## config.mk

```make
export PLATFORM = sky130hd
export DESIGN_NAME = id_top
export DESIGN_NICKNAME = d
export VERILOG_FILES = /design/src/isa_pkg.sv /design/src/ctrl_pkg.sv /design/src/id_top.sv /design/src/id_branch_stage.sv /design/src/id_operand_stage.sv /design/src/id_decode_stage.sv
export SDC_FILE = /design/constraint.sdc
export NUM_CORES = 1
export LEC_CHECK = 0
export BUFFER_PORTS_ARGS = -buffer_cell sky130_fd_sc_hd__buf_2
export CORE_AREA = 10 10 199 201
export DETAILED_ROUTE_END_ITERATION = 12
export DIE_AREA = 0 0 209 211
export HOLD_SLACK_MARGIN = 0.08
export PLACE_DENSITY = 0.75
export SLEW_MARGIN = 20
export SYNTH_ARGS = -nofsm -noshare
export SYNTH_HDL_FRONTEND = slang
export SYNTH_SLANG_ARGS = --single-unit
export TNS_END_PERCENT = 5
```

## constraint.sdc

```tcl
create_clock -name clk -period 3.2 [get_ports clk]
set_clock_uncertainty 0.2 [all_clocks]
set_input_delay 0.48 -clock clk [delete_from_list [all_inputs] [get_ports clk]]
set_output_delay 0.48 -clock clk [all_outputs]
set_load 0.005 [all_outputs]
```

## src/isa_pkg.sv

```systemverilog
package isa_pkg;

    typedef logic [31:0] word_t;
    typedef logic [4:0]  reg_addr_t;
    typedef logic [15:0] imm16_t;
    typedef logic [25:0] jimm26_t;
    typedef logic [4:0]  shamt_t;
    typedef logic [5:0]  opcode_t;
    typedef logic [5:0]  funct_t;

    // primary opcodes
    localparam opcode_t op_special = 6'h00;
    localparam opcode_t op_regimm  = 6'h01;
    localparam opcode_t op_j       = 6'h02;
    localparam opcode_t op_jal     = 6'h03;
    localparam opcode_t op_beq     = 6'h04;
    localparam opcode_t op_bne     = 6'h05;
    localparam opcode_t op_blez    = 6'h06;
    localparam opcode_t op_bgtz    = 6'h07;
    localparam opcode_t op_addi    = 6'h08;
    localparam opcode_t op_addiu   = 6'h09;
    localparam opcode_t op_slti    = 6'h0a;
    localparam opcode_t op_sltiu   = 6'h0b;
    localparam opcode_t op_andi    = 6'h0c;
    localparam opcode_t op_ori     = 6'h0d;
    localparam opcode_t op_xori    = 6'h0e;
    localparam opcode_t op_lui     = 6'h0f;

    // special funct field
    localparam funct_t fn_sll  = 6'h00;
    localparam funct_t fn_srl  = 6'h02;
    localparam funct_t fn_sra  = 6'h03;
    localparam funct_t fn_sllv = 6'h04;
    localparam funct_t fn_srlv = 6'h06;
    localparam funct_t fn_srav = 6'h07;
    localparam funct_t fn_jr   = 6'h08;
    localparam funct_t fn_jalr = 6'h09;
    localparam funct_t fn_add  = 6'h20;
    localparam funct_t fn_addu = 6'h21;
    localparam funct_t fn_sub  = 6'h22;
    localparam funct_t fn_subu = 6'h23;
    localparam funct_t fn_and  = 6'h24;
    localparam funct_t fn_or   = 6'h25;
    localparam funct_t fn_xor  = 6'h26;
    localparam funct_t fn_nor  = 6'h27;
    localparam funct_t fn_slt  = 6'h2a;
    localparam funct_t fn_sltu = 6'h2b;

    // regimm codes live in the rt field
    localparam reg_addr_t rt_bltz   = 5'h00;
    localparam reg_addr_t rt_bgez   = 5'h01;
    localparam reg_addr_t rt_bltzal = 5'h10;
    localparam reg_addr_t rt_bgezal = 5'h11;

    localparam reg_addr_t link_reg = 5'd31;

endpackage
```

## src/ctrl_pkg.sv

```systemverilog
package ctrl_pkg;

    typedef enum logic [3:0] {
        alu_add,
        alu_sub,
        alu_slt,
        alu_sltu,
        alu_and,
        alu_nor,
        alu_or,
        alu_xor,
        alu_sll,
        alu_sra,
        alu_srl,
        alu_lui,
        alu_nop
    } alu_sel_e;

    typedef enum logic {
        src_a_rs,
        src_a_rt
    } src_a_sel_e;

    typedef enum logic [2:0] {
        src_b_rt,
        src_b_imme,
        src_b_rs,
        src_b_sa,
        src_b_nop
    } src_b_sel_e;

    typedef enum logic [2:0] {
        br_none,
        br_eq,
        br_ne,
        br_gez,
        br_gtz,
        br_lez,
        br_ltz
    } branch_cond_e;

    // fwd_nop keeps the register file value
    typedef enum logic [2:0] {
        fwd_nop,
        fwd_exc_alu,
        fwd_exp_alu,
        fwd_memc_alu,
        fwd_memc_mem,
        fwd_memp_alu,
        fwd_memp_mem
    } forward_src_e;

    typedef struct packed {
        isa_pkg::word_t exc_alu_res;
        isa_pkg::word_t exp_alu_res;
        isa_pkg::word_t memc_alu_res;
        isa_pkg::word_t memc_r_data;
        isa_pkg::word_t memp_alu_res;
        isa_pkg::word_t memp_r_data;
    } bypass_t;

    typedef struct packed {
        isa_pkg::word_t     pc;
        isa_pkg::reg_addr_t rs;
        isa_pkg::reg_addr_t rt;
        isa_pkg::shamt_t    sa;
        isa_pkg::word_t     ext_imme;
        isa_pkg::jimm26_t   j_imme;
        alu_sel_e           alu_sel;
        src_a_sel_e         src_a_sel;
        src_b_sel_e         src_b_sel;
        branch_cond_e       branch_cond;
        logic               is_j_imme;
        logic               is_jr;
        logic               link;
        logic               w_reg_ena;
        isa_pkg::reg_addr_t w_reg_dst;
        logic               is_ri;
        forward_src_e       forward_rs;
        forward_src_e       forward_rt;
    } decoded_t;

    typedef struct packed {
        isa_pkg::word_t     pc;
        isa_pkg::reg_addr_t rs;
        isa_pkg::reg_addr_t rt;
        isa_pkg::shamt_t    sa;
        isa_pkg::word_t     ext_imme;
        isa_pkg::jimm26_t   j_imme;
        alu_sel_e           alu_sel;
        src_a_sel_e         src_a_sel;
        src_b_sel_e         src_b_sel;
        branch_cond_e       branch_cond;
        logic               is_j_imme;
        logic               is_jr;
        logic               link;
        logic               w_reg_ena;
        isa_pkg::reg_addr_t w_reg_dst;
        logic               is_ri;
        isa_pkg::word_t     rs_data;
        isa_pkg::word_t     rt_data;
    } operand_t;

    typedef struct packed {
        isa_pkg::word_t     pc;
        isa_pkg::reg_addr_t rs;
        isa_pkg::reg_addr_t rt;
        isa_pkg::shamt_t    sa;
        isa_pkg::word_t     ext_imme;
        alu_sel_e           alu_sel;
        src_a_sel_e         src_a_sel;
        src_b_sel_e         src_b_sel;
        logic               is_j_imme;
        logic               is_jr;
        logic               link;
        logic               w_reg_ena;
        isa_pkg::reg_addr_t w_reg_dst;
        logic               is_ri;
        isa_pkg::word_t     rs_data;
        isa_pkg::word_t     rt_data;
        logic               take_jmp;
        isa_pkg::word_t     jmp_target;
    } id_out_t;

endpackage

```

## src/id_top.sv

```systemverilog
module id_top (
    input  logic                   clk,
    input  logic                   reset,
    input  logic                   in_valid,
    input  isa_pkg::word_t         instr,
    input  isa_pkg::word_t         pc,
    input  ctrl_pkg::forward_src_e forward_rs,
    input  ctrl_pkg::forward_src_e forward_rt,
    input  isa_pkg::word_t         reg_r_data_1,
    input  isa_pkg::word_t         reg_r_data_2,
    input  ctrl_pkg::bypass_t      bypass,
    output isa_pkg::reg_addr_t     reg_r_addr_1,
    output isa_pkg::reg_addr_t     reg_r_addr_2,
    output logic                   out_valid,
    output ctrl_pkg::id_out_t      out
);
    import ctrl_pkg::*;

    logic     dec_valid;
    decoded_t dec;
    logic     opr_valid;
    operand_t opr;

    id_decode_stage u_decode (
        .clk        (clk),
        .reset      (reset),
        .in_valid   (in_valid),
        .instr      (instr),
        .pc         (pc),
        .forward_rs (forward_rs),
        .forward_rt (forward_rt),
        .dec_valid  (dec_valid),
        .dec        (dec)
    );

    id_operand_stage u_operand (
        .clk          (clk),
        .reset        (reset),
        .dec_valid    (dec_valid),
        .dec          (dec),
        .reg_r_data_1 (reg_r_data_1),
        .reg_r_data_2 (reg_r_data_2),
        .bypass       (bypass),
        .reg_r_addr_1 (reg_r_addr_1),
        .reg_r_addr_2 (reg_r_addr_2),
        .opr_valid    (opr_valid),
        .opr          (opr)
    );

    id_branch_stage u_branch (
        .clk       (clk),
        .reset     (reset),
        .opr_valid (opr_valid),
        .opr       (opr),
        .out_valid (out_valid),
        .out       (out)
    );

endmodule

```

## src/id_branch_stage.sv

```systemverilog
module id_branch_stage (
    input  logic               clk,
    input  logic               reset,
    input  logic               opr_valid,
    input  ctrl_pkg::operand_t opr,
    output logic               out_valid,
    output ctrl_pkg::id_out_t  out
);
    import isa_pkg::*;
    import ctrl_pkg::*;

    logic  cond_ok;
    logic  take_jmp;
    word_t jmp_target;

    always_comb begin
        case (opr.branch_cond)
            br_eq:   cond_ok = opr.rs_data == opr.rt_data;
            br_ne:   cond_ok = opr.rs_data != opr.rt_data;
            br_gez:  cond_ok = $signed(opr.rs_data) >= 32'sd0;
            br_gtz:  cond_ok = $signed(opr.rs_data) > 32'sd0;
            br_lez:  cond_ok = $signed(opr.rs_data) <= 32'sd0;
            br_ltz:  cond_ok = $signed(opr.rs_data) < 32'sd0;
            default: cond_ok = 1'b0;
        endcase
    end

    assign take_jmp = opr.is_jr | opr.is_j_imme | cond_ok;

    always_comb begin
        if (opr.branch_cond != br_none) begin
            // ext_imme is already sign extended for branches
            jmp_target = opr.pc + 32'd4 + {opr.ext_imme[29:0], 2'b00};
        end else if (opr.is_j_imme) begin
            jmp_target = {opr.pc[31:28], opr.j_imme, 2'b00};
        end else if (opr.is_jr) begin
            jmp_target = opr.rs_data;
        end else begin
            jmp_target = '0;
        end
    end

    always_ff @(posedge clk) begin
        if (reset) begin
            out_valid <= 1'b0;
        end else begin
            out_valid <= opr_valid;
        end
    end

    always_ff @(posedge clk) begin
        out.pc         <= opr.pc;
        out.rs         <= opr.rs;
        out.rt         <= opr.rt;
        out.sa         <= opr.sa;
        out.ext_imme   <= opr.ext_imme;
        out.alu_sel    <= opr.alu_sel;
        out.src_a_sel  <= opr.src_a_sel;
        out.src_b_sel  <= opr.src_b_sel;
        out.is_j_imme  <= opr.is_j_imme;
        out.is_jr      <= opr.is_jr;
        out.link       <= opr.link;
        out.w_reg_ena  <= opr.w_reg_ena;
        out.w_reg_dst  <= opr.w_reg_dst;
        out.is_ri      <= opr.is_ri;
        out.rs_data    <= opr.rs_data;
        out.rt_data    <= opr.rt_data;
        out.take_jmp   <= take_jmp;
        out.jmp_target <= jmp_target;
    end

    // whole valid chain must come out of reset clean
    out_valid_known: assert property (@(posedge clk) disable iff (reset)
        !$isunknown(out_valid))
        else $error("out_valid unknown after reset");

endmodule

```

## src/id_operand_stage.sv

```systemverilog
module id_operand_stage (
    input  logic                clk,
    input  logic                reset,
    input  logic                dec_valid,
    input  ctrl_pkg::decoded_t  dec,
    input  isa_pkg::word_t      reg_r_data_1,
    input  isa_pkg::word_t      reg_r_data_2,
    input  ctrl_pkg::bypass_t   bypass,
    output isa_pkg::reg_addr_t  reg_r_addr_1,
    output isa_pkg::reg_addr_t  reg_r_addr_2,
    output logic                opr_valid,
    output ctrl_pkg::operand_t  opr
);
    import isa_pkg::*;
    import ctrl_pkg::*;

    word_t rs_data;
    word_t rt_data;

    function automatic word_t pick_operand(forward_src_e sel, word_t rf_data, bypass_t bp);
        case (sel)
            fwd_exc_alu:  return bp.exc_alu_res;
            fwd_exp_alu:  return bp.exp_alu_res;
            fwd_memc_alu: return bp.memc_alu_res;
            fwd_memc_mem: return bp.memc_r_data;
            fwd_memp_alu: return bp.memp_alu_res;
            fwd_memp_mem: return bp.memp_r_data;
            default:      return rf_data;
        endcase
    endfunction

    // register file answers within the cycle
    assign reg_r_addr_1 = dec.rs;
    assign reg_r_addr_2 = dec.rt;

    assign rs_data = pick_operand(dec.forward_rs, reg_r_data_1, bypass);
    assign rt_data = pick_operand(dec.forward_rt, reg_r_data_2, bypass);

    always_ff @(posedge clk) begin
        if (reset) begin
            opr_valid <= 1'b0;
        end else begin
            opr_valid <= dec_valid;
        end
    end

    always_ff @(posedge clk) begin
        opr.pc          <= dec.pc;
        opr.rs          <= dec.rs;
        opr.rt          <= dec.rt;
        opr.sa          <= dec.sa;
        opr.ext_imme    <= dec.ext_imme;
        opr.j_imme      <= dec.j_imme;
        opr.alu_sel     <= dec.alu_sel;
        opr.src_a_sel   <= dec.src_a_sel;
        opr.src_b_sel   <= dec.src_b_sel;
        opr.branch_cond <= dec.branch_cond;
        opr.is_j_imme   <= dec.is_j_imme;
        opr.is_jr       <= dec.is_jr;
        opr.link        <= dec.link;
        opr.w_reg_ena   <= dec.w_reg_ena;
        opr.w_reg_dst   <= dec.w_reg_dst;
        opr.is_ri       <= dec.is_ri;
        opr.rs_data     <= rs_data;
        opr.rt_data     <= rt_data;
    end

    // selects come from the top inputs one cycle earlier
    forward_sel_known: assert property (@(posedge clk) disable iff (reset)
        dec_valid |-> !$isunknown({dec.forward_rs, dec.forward_rt})
                      && dec.forward_rs <= fwd_memp_mem
                      && dec.forward_rt <= fwd_memp_mem)
        else $error("forwarding select outside the defined sources");

endmodule

```

## src/id_decode_stage.sv

```systemverilog
module id_decode_stage (
    input  logic                   clk,
    input  logic                   reset,
    input  logic                   in_valid,
    input  isa_pkg::word_t         instr,
    input  isa_pkg::word_t         pc,
    input  ctrl_pkg::forward_src_e forward_rs,
    input  ctrl_pkg::forward_src_e forward_rt,
    output logic                   dec_valid,
    output ctrl_pkg::decoded_t     dec
);
    import isa_pkg::*;
    import ctrl_pkg::*;

    opcode_t   opcode;
    funct_t    funct;
    reg_addr_t rs;
    reg_addr_t rt;
    reg_addr_t rd;
    shamt_t    sa;
    imm16_t    imm;
    jimm26_t   j_imme;
    logic      i_type;
    logic      zero_ext;
    decoded_t  dec_next;

    assign opcode = instr[31:26];
    assign rs     = instr[25:21];
    assign rt     = instr[20:16];
    assign rd     = instr[15:11];
    assign sa     = instr[10:6];
    assign funct  = instr[5:0];
    assign imm    = instr[15:0];
    assign j_imme = instr[25:0];

    assign i_type = opcode inside {op_addi, op_addiu, op_slti, op_sltiu,
                                   op_andi, op_ori, op_xori, op_lui};
    // logical immediates and lui take the raw field, everything else sign extends
    assign zero_ext = opcode inside {op_andi, op_ori, op_xori, op_lui};

    always_comb begin
        dec_next             = '0;
        dec_next.pc          = pc;
        dec_next.rs          = rs;
        dec_next.rt          = rt;
        dec_next.sa          = sa;
        dec_next.j_imme      = j_imme;
        dec_next.forward_rs  = forward_rs;
        dec_next.forward_rt  = forward_rt;
        dec_next.alu_sel     = alu_nop;
        dec_next.src_a_sel   = src_a_rs;
        dec_next.src_b_sel   = src_b_nop;
        dec_next.branch_cond = br_none;
        dec_next.w_reg_dst   = rd;
        dec_next.ext_imme    = zero_ext ? {16'h0, imm} : {{16{imm[15]}}, imm};

        case (opcode)
            op_special: begin
                dec_next.w_reg_ena = 1'b1;
                dec_next.src_b_sel = src_b_rt;
                case (funct)
                    fn_add, fn_addu: dec_next.alu_sel = alu_add;
                    fn_sub, fn_subu: dec_next.alu_sel = alu_sub;
                    fn_slt:          dec_next.alu_sel = alu_slt;
                    fn_sltu:         dec_next.alu_sel = alu_sltu;
                    fn_and:          dec_next.alu_sel = alu_and;
                    fn_nor:          dec_next.alu_sel = alu_nor;
                    fn_or:           dec_next.alu_sel = alu_or;
                    fn_xor:          dec_next.alu_sel = alu_xor;
                    fn_sll, fn_sllv: dec_next.alu_sel = alu_sll;
                    fn_sra, fn_srav: dec_next.alu_sel = alu_sra;
                    fn_srl, fn_srlv: dec_next.alu_sel = alu_srl;
                    fn_jr: begin
                        dec_next.is_jr     = 1'b1;
                        dec_next.w_reg_ena = 1'b0;
                        dec_next.src_b_sel = src_b_nop;
                    end
                    fn_jalr: begin
                        // return address goes to rd
                        dec_next.is_jr     = 1'b1;
                        dec_next.link      = 1'b1;
                        dec_next.src_b_sel = src_b_nop;
                    end
                    default: begin
                        dec_next.is_ri     = 1'b1;
                        dec_next.w_reg_ena = 1'b0;
                        dec_next.src_b_sel = src_b_nop;
                    end
                endcase
                // shifts operate on rt, amount from sa or rs
                if (funct inside {fn_sll, fn_srl, fn_sra}) begin
                    dec_next.src_a_sel = src_a_rt;
                    dec_next.src_b_sel = src_b_sa;
                end else if (funct inside {fn_sllv, fn_srlv, fn_srav}) begin
                    dec_next.src_a_sel = src_a_rt;
                    dec_next.src_b_sel = src_b_rs;
                end
            end
            op_regimm: begin
                case (rt)
                    rt_bltz: dec_next.branch_cond = br_ltz;
                    rt_bgez: dec_next.branch_cond = br_gez;
                    rt_bltzal, rt_bgezal: begin
                        dec_next.branch_cond = rt[0] ? br_gez : br_ltz;
                        dec_next.link        = 1'b1;
                        dec_next.w_reg_ena   = 1'b1;
                        dec_next.w_reg_dst   = link_reg;
                    end
                    default: dec_next.is_ri = 1'b1;
                endcase
            end
            op_j:    dec_next.is_j_imme = 1'b1;
            op_jal: begin
                dec_next.is_j_imme = 1'b1;
                dec_next.link      = 1'b1;
                dec_next.w_reg_ena = 1'b1;
                dec_next.w_reg_dst = link_reg;
            end
            op_beq:            dec_next.branch_cond = br_eq;
            op_bne:            dec_next.branch_cond = br_ne;
            op_blez:           dec_next.branch_cond = br_lez;
            op_bgtz:           dec_next.branch_cond = br_gtz;
            op_addi, op_addiu: dec_next.alu_sel = alu_add;
            op_slti:           dec_next.alu_sel = alu_slt;
            op_sltiu:          dec_next.alu_sel = alu_sltu;
            op_andi:           dec_next.alu_sel = alu_and;
            op_ori:            dec_next.alu_sel = alu_or;
            op_xori:           dec_next.alu_sel = alu_xor;
            op_lui:            dec_next.alu_sel = alu_lui;
            default:           dec_next.is_ri = 1'b1;
        endcase

        if (i_type) begin
            dec_next.src_b_sel = src_b_imme;
            dec_next.w_reg_ena = 1'b1;
            dec_next.w_reg_dst = rt;
        end
    end

    always_ff @(posedge clk) begin
        if (reset) begin
            dec_valid <= 1'b0;
        end else begin
            dec_valid <= in_valid;
        end
    end

    always_ff @(posedge clk) begin
        dec <= dec_next;
    end

    // the branch stage relies on at most one kind of control transfer
    jump_kind_onehot: assert property (@(posedge clk) disable iff (reset)
        dec_valid |-> $onehot0({dec.is_j_imme, dec.is_jr, dec.branch_cond != br_none}))
        else $error("decode record holds more than one jump kind");

endmodule

```

; ---- Word level (Yosys, flattened, before mapping)
; Index checks and enable logic that the tools add are counted.
[classes]
addsub = 2
order_cmp = 4
eq_ne = 55
muxes = 26
bitwise_logic = 3
reduce_logical = 23
[op_table]
columns = op, n
row1 = case mux 32 bit (6 select lines), 2
row2 = 2-to-1 mux 32 bit, 3
row3 = "== test 6 x 4 -> 1 bit, second input constant", 10
row4 = "== test 6 bit, second input constant", 10
row5 = case mux 4 bit (11 select lines), 1
row6 = "== test 6 x 3 -> 1 bit, second input constant", 7
row7 = "adder 32 x 3 -> 32 bit, second input constant", 1
row8 = adder 32 bit, 1
row9 = == test 32 bit, 1
row10 = "greater-or-equal comparator 32 x 1 -> 1 bit, second input constant", 1
row11 = "> comparator 32 x 1 -> 1 bit, second input constant", 1
row12 = "<= comparator 32 x 1 -> 1 bit, second input constant", 1
row13 = "< comparator 32 x 1 -> 1 bit, second input constant", 1
row14 = != test 32 bit, 1
row15 = case mux 4 bit (8 select lines), 1
row16 = "== test 3 bit, second input constant", 9
row17 = "== test 6 x 2 -> 1 bit, second input constant", 4
row18 = OR reduction 2 bit, 10
row19 = "== test 3 x 2 -> 1 bit, second input constant", 6
row20 = OR reduction 18 bit, 1
row21 = OR reduction 17 bit, 1
row22 = OR reduction 16 bit, 1
row23 = case mux 3 bit (5 select lines), 1
row24 = OR reduction 14 bit, 1
row25 = other kinds (22), 37
[totals]
ff_bits = 474
inputBits = 329
output_inout_bits = 205
elab_cells = 172

; ---- Depth between registers and ports, before layout
[depth]
ltp_word = 6
mapped_depth = 12
depth_no_buf = 12

; ---- Hierarchy
; A second synthesis with hierarchy kept.
[unflattened]
cells_unflattened = 1686
hier_area_um2 = 17623.2
[by_module_without_submodules]
columns = module, instances, cells_each, area_each_um2, seq_area_each_um2
row1 = id_operand_stage, 1, 851, 8069.0, 3823.7
row2 = id_branch_stage, 1, 628, 6989.2, 3903.7
row3 = id_decode_stage, 1, 207, 2565.0, 1741.7

; ---- Least setup slack after synthesis
; No wires, ideal clock.
[synth_path]
kind = register to register
from = reg u_operand.opr[112] (netlist name)
to = reg u_branch.out[27] (netlist name)
setup_ns = 0.145
t_arrival_ns = 2.541
t_required_ns = 2.855
setup_slack_ns = 0.314
path_stages_with_launch = 11
n_path_buf = 0
period_less_slack_ns = 2.886
path_cell_list = dfxtp_1 ha_1 ha_1 fa_1 a21o_2 a31o_2 a31oi_1 o221ai_2 a21oi_1 xor2_1 o21ai_0
[synth_via]
elab_chain_len = 2
[synth_lines]
columns = element, line_no
row1 = adder 32 bit, id_branch_stage.sv:33  ; jmp_target = opr.pc + 32'd4 + {opr.ext_imme[29:0], 2'b00};
row2 = 2-to-1 mux 32 bit, id_branch_stage.sv:31  ; if (opr.branch_cond != br_none) begin
row3 = net u_branch.jmp_target[27], id_branch_stage.sv:14  ; word_t jmp_target;
; The timed path passes the listed nets, and every way through them passes these cells.
; A chain may end at the register's enable or synchronous reset.

; ---- Final worst setup path
[layout_path]
from = reg u_operand.opr[112] (netlist name)
to = reg u_branch.out[27] (netlist name)
[layout_via]
elab_chain_len = 2
[layout_lines]
columns = element, line_no
row1 = adder 32 bit, id_branch_stage.sv:33
row2 = 2-to-1 mux 32 bit, id_branch_stage.sv:31
row3 = net u_branch.jmp_target[27], id_branch_stage.sv:14
; The timed path passes the listed nets, and every way through them passes these cells.

==> impl_metrics.json <==
{
  "status": "complete, no violations",
  "critPathArrivalTime_ps": 3230,
  "slowest_stage": "fa_2",
  "yosysMostFrequentCell": "dfxtp_1",
  "drt-total-wl_um": 75450,
  "critPathLaunchType": "flop",
  "firstDrtPassIters": 8,
  "globalplace.congestion": 1.040,
  "n_fill_cell": 3062,
  "cellLeakagePower_nw": 9.810,
  "whs_ps": 99.94,
  "ios": 534,
  "cellPowerDensity_mw_per_mm2": 605.6,
  "drv_slew": 0,
  "synthFlopType": "dfxtp_1",
  "die_width_um": 209,
  "vias": 15580,
  "ys_warn_count": 0,
  "synth.net_count": 2009,
  "drtAntennaViolNets": 0,
  "port_buffers": 533,
  "core_area_mm2": 0.03540,
  "crit_path_end_kind": "flop",
  "synth_cell_type_count": 70,
  "slowest_delay_ps": 420,
  "crit_path_cell_trace": "ha_1, ha_1, fa_2, a21o_2, a31o_2, a31oi_2, o221ai_2, a21oi_1, xor2_1, o21ai_0",
  "synth_top_area_cell": "dfxtp_1",
  "clock_latency_ps": 540,
  "drv_cap": 0,
  "worst_ep_required_time_ps": 3410,
  "cts_made_buffers": 41,
  "vdd_drop_max_mv": 0.6245,
  "grt_pass1_wl_um": 108100,
  "synth_edf_count": 0,
  "dp_hpwl_um": 59590,
  "grt_max_degree": 61,
  "grt_pass1_vias": 15980,
  "async_reset_ff_frac": 0,
  "crit_type": "flop to flop",
  "max_freq_mhz": 331.0,
  "ys_seq_area_frac": 0.5244,
  "grtUsageTotal": 0.3254,
  "clk_pin_slew_worst_paths_ps": 70,
  "final-instance-count-excl-fill": 2749,
  "start_util": 0.4390,
  "worstHoldPathType": "input port to flop",
  "final_nets": 2636,
  "dieArea_mm2": 0.04410,
  "dieHeight_um": 211,
  "fin_area_mm2": 0.02129,
  "synth_area_mm2": 0.01554,
  "setup-violations-final": 0,
  "period_share": 0.9441,
  "critPathMostFrequentCell": "ha_1",
  "placedCellCount": 2533,
  "h-tree-depth": 2,
  "power.total_mw": 12.89,
  "worst_pin_slew_ps": 1060,
  "cts.sinks": 407,
  "post-synth-top-area-fraction": 0.5244,
  "area_growth_pct": 37.04,
  "root_buffer": "clkbuf_16",
  "drcViolationCount": 0,
  "netlist_instances": 1622,
  "slew_headroom": 0.2907,
  "hold_viol_final": 0,
  "antenna_found_initial": 10,
  "synth-seq-cells": 407,
  "cts_tree": "yes",
  "synthTopCellsByArea": "dfxtp_1 (52%), a21oi_1 (5.7%), ha_1 (4.6%)",
  "synth_common_cells": "dfxtp_1 (407), nor2_1 (179), a21oi_1 (178), o21ai_0 (107), nand2_1 (97)",
  "fin_setup_tns_ps": 0,
  "drive_gt1_frac": 0.2959,
  "drt_iter0_drc": 1481,
  "period_minus_slack_ps": 3021,
  "cts_max_path_buffers": 3,
  "overflow": 0,
  "placed_area_mm2": 0.01853,
  "postSynthAreaPerCell_um2": 9.579,
  "vias_per_cell": 5.668,
  "core.rowCount": 69,
  "wl_per_cell_um": 27.45,
  "crit_fanout": 4,
  "rsz0062_at_grt": "no"
}
==> power breakdown <==
group	internal [mW]	total [mW]	switching (mW)
Sequential	5.46	5.79	0.330
Clock	2.94	4.98	2.04
Combinational	0.926	2.12	1.20
Total	9.33	12.9	3.57
==> through the flow <==
stage	worst slack [ps]	util
2_1_floorplan	314.5	-
3_3_place_gp	94.81	0.5234
3_5_place_dp	64.56	0.5234
4_1_cts	35.24	0.6004
5_1_grt	38.66	0.6016
6_report	178.7	0.6016
==> registers in the layout (all words and copies together) (netlist names) <==
signal	flops
u_decode.dec_valid	1
u_branch.out_valid	1
u_operand.opr_valid	1
u_branch.out	174
u_operand.opr	144
u_decode.dec	86
==> cells by family after synthesis <==
logic type / after synthesis / synth area share
AO/OA/AOI/OAI: 506 / 0.2053
multiplexers: 55 / 0.03567
adder cells (fa/ha/maj): 58 / 0.04719
flip-flops: 407 / 0.5244
XOR/XNOR: 60 / 0.03382
buffers and inverters: 173 / 0.05267
AND/OR/NAND/NOR: 363 / 0.1009
==> cells in the final DEF (no fill, tap or decap), drive strengths merged, types with 5 or more instances in the layout <==
master       count
xnor2           46
clkbuf          55
o22ai           36
nand2b           8
bufinv           5
o21ai          112
and3             5
buf            577
clkinv          11
a21oi          180
o22a            11
nor4            15
xor2            14
o211ai          21
a211o            7
a221oi          32
or3              8
a211oi           7
nand2           97
nand4           17
a21o            15
inv             51
nor2           179
a31oi           16
nand3            9
o21a             9
dfxtp          407
o221ai          18
mux2i           52
ha              57
a22o            14
dlygate4sd3    132
nor3             9
nor2b            7
diode            7
==> critical path: cells and delay by family (launching register included) <==
kind / cells / cell delay, ps
flops: 1 / 330
xor+xnor: 1 / 160
compound gates: 6 / 1240
fa+ha+maj: 3 / 970
==> timing repair <==
| action | in CTS | in global routing |
|---|---|---|
| resized for setup | 0 | 3 |
| setup buffers | 0 | 2 |
| endpoints found under the setup margin | 0 | 7 |
| hold endpoints to repair | 129 | 0 |
| hold buffers | 132 | 0 |
==> final timing paths <==
kind                   endpoint  depth (start not counted)                from  slack, ps
max reg2reg    u_branch.out[27]                         10  u_operand.opr[112]        180
min           u_operand.opr[53]                          3    reg_r_data_1[21]        100
max            u_branch.out[27]                         10  u_operand.opr[112]        180
min reg2reg  u_operand.opr[187]                          0   u_decode.dec[129]        120
==> cell type report <==
type                            instances  area (um2)  area share
Sequential cell                       407        8162      0.3833
Multi-Input combinational cell       1042        6611      0.3105
Timing Repair Buffer                  709        4344      0.2040
Clock buffer                           55        1140     0.05353
Tap cell                              461       576.8     0.02709
Clock inverter                         20       261.5     0.01228
Inverter                               48       180.2    0.008462
Antenna cell                            7       17.52   0.0008227
==> routing by layer <==
layer | GRT usage | share of wire | up-vias
met2 | 0.5501 | 0.48 | 988
met1 | 0.3700 | 0.37 | 7365
met4 | 0.1652 | 0.053 | 6
li1 | - | - | 7012
met5 | 0 | 0.00049 | -
met3 | 0.09196 | 0.096 | 209
Power figures use the tool's default switching activity.
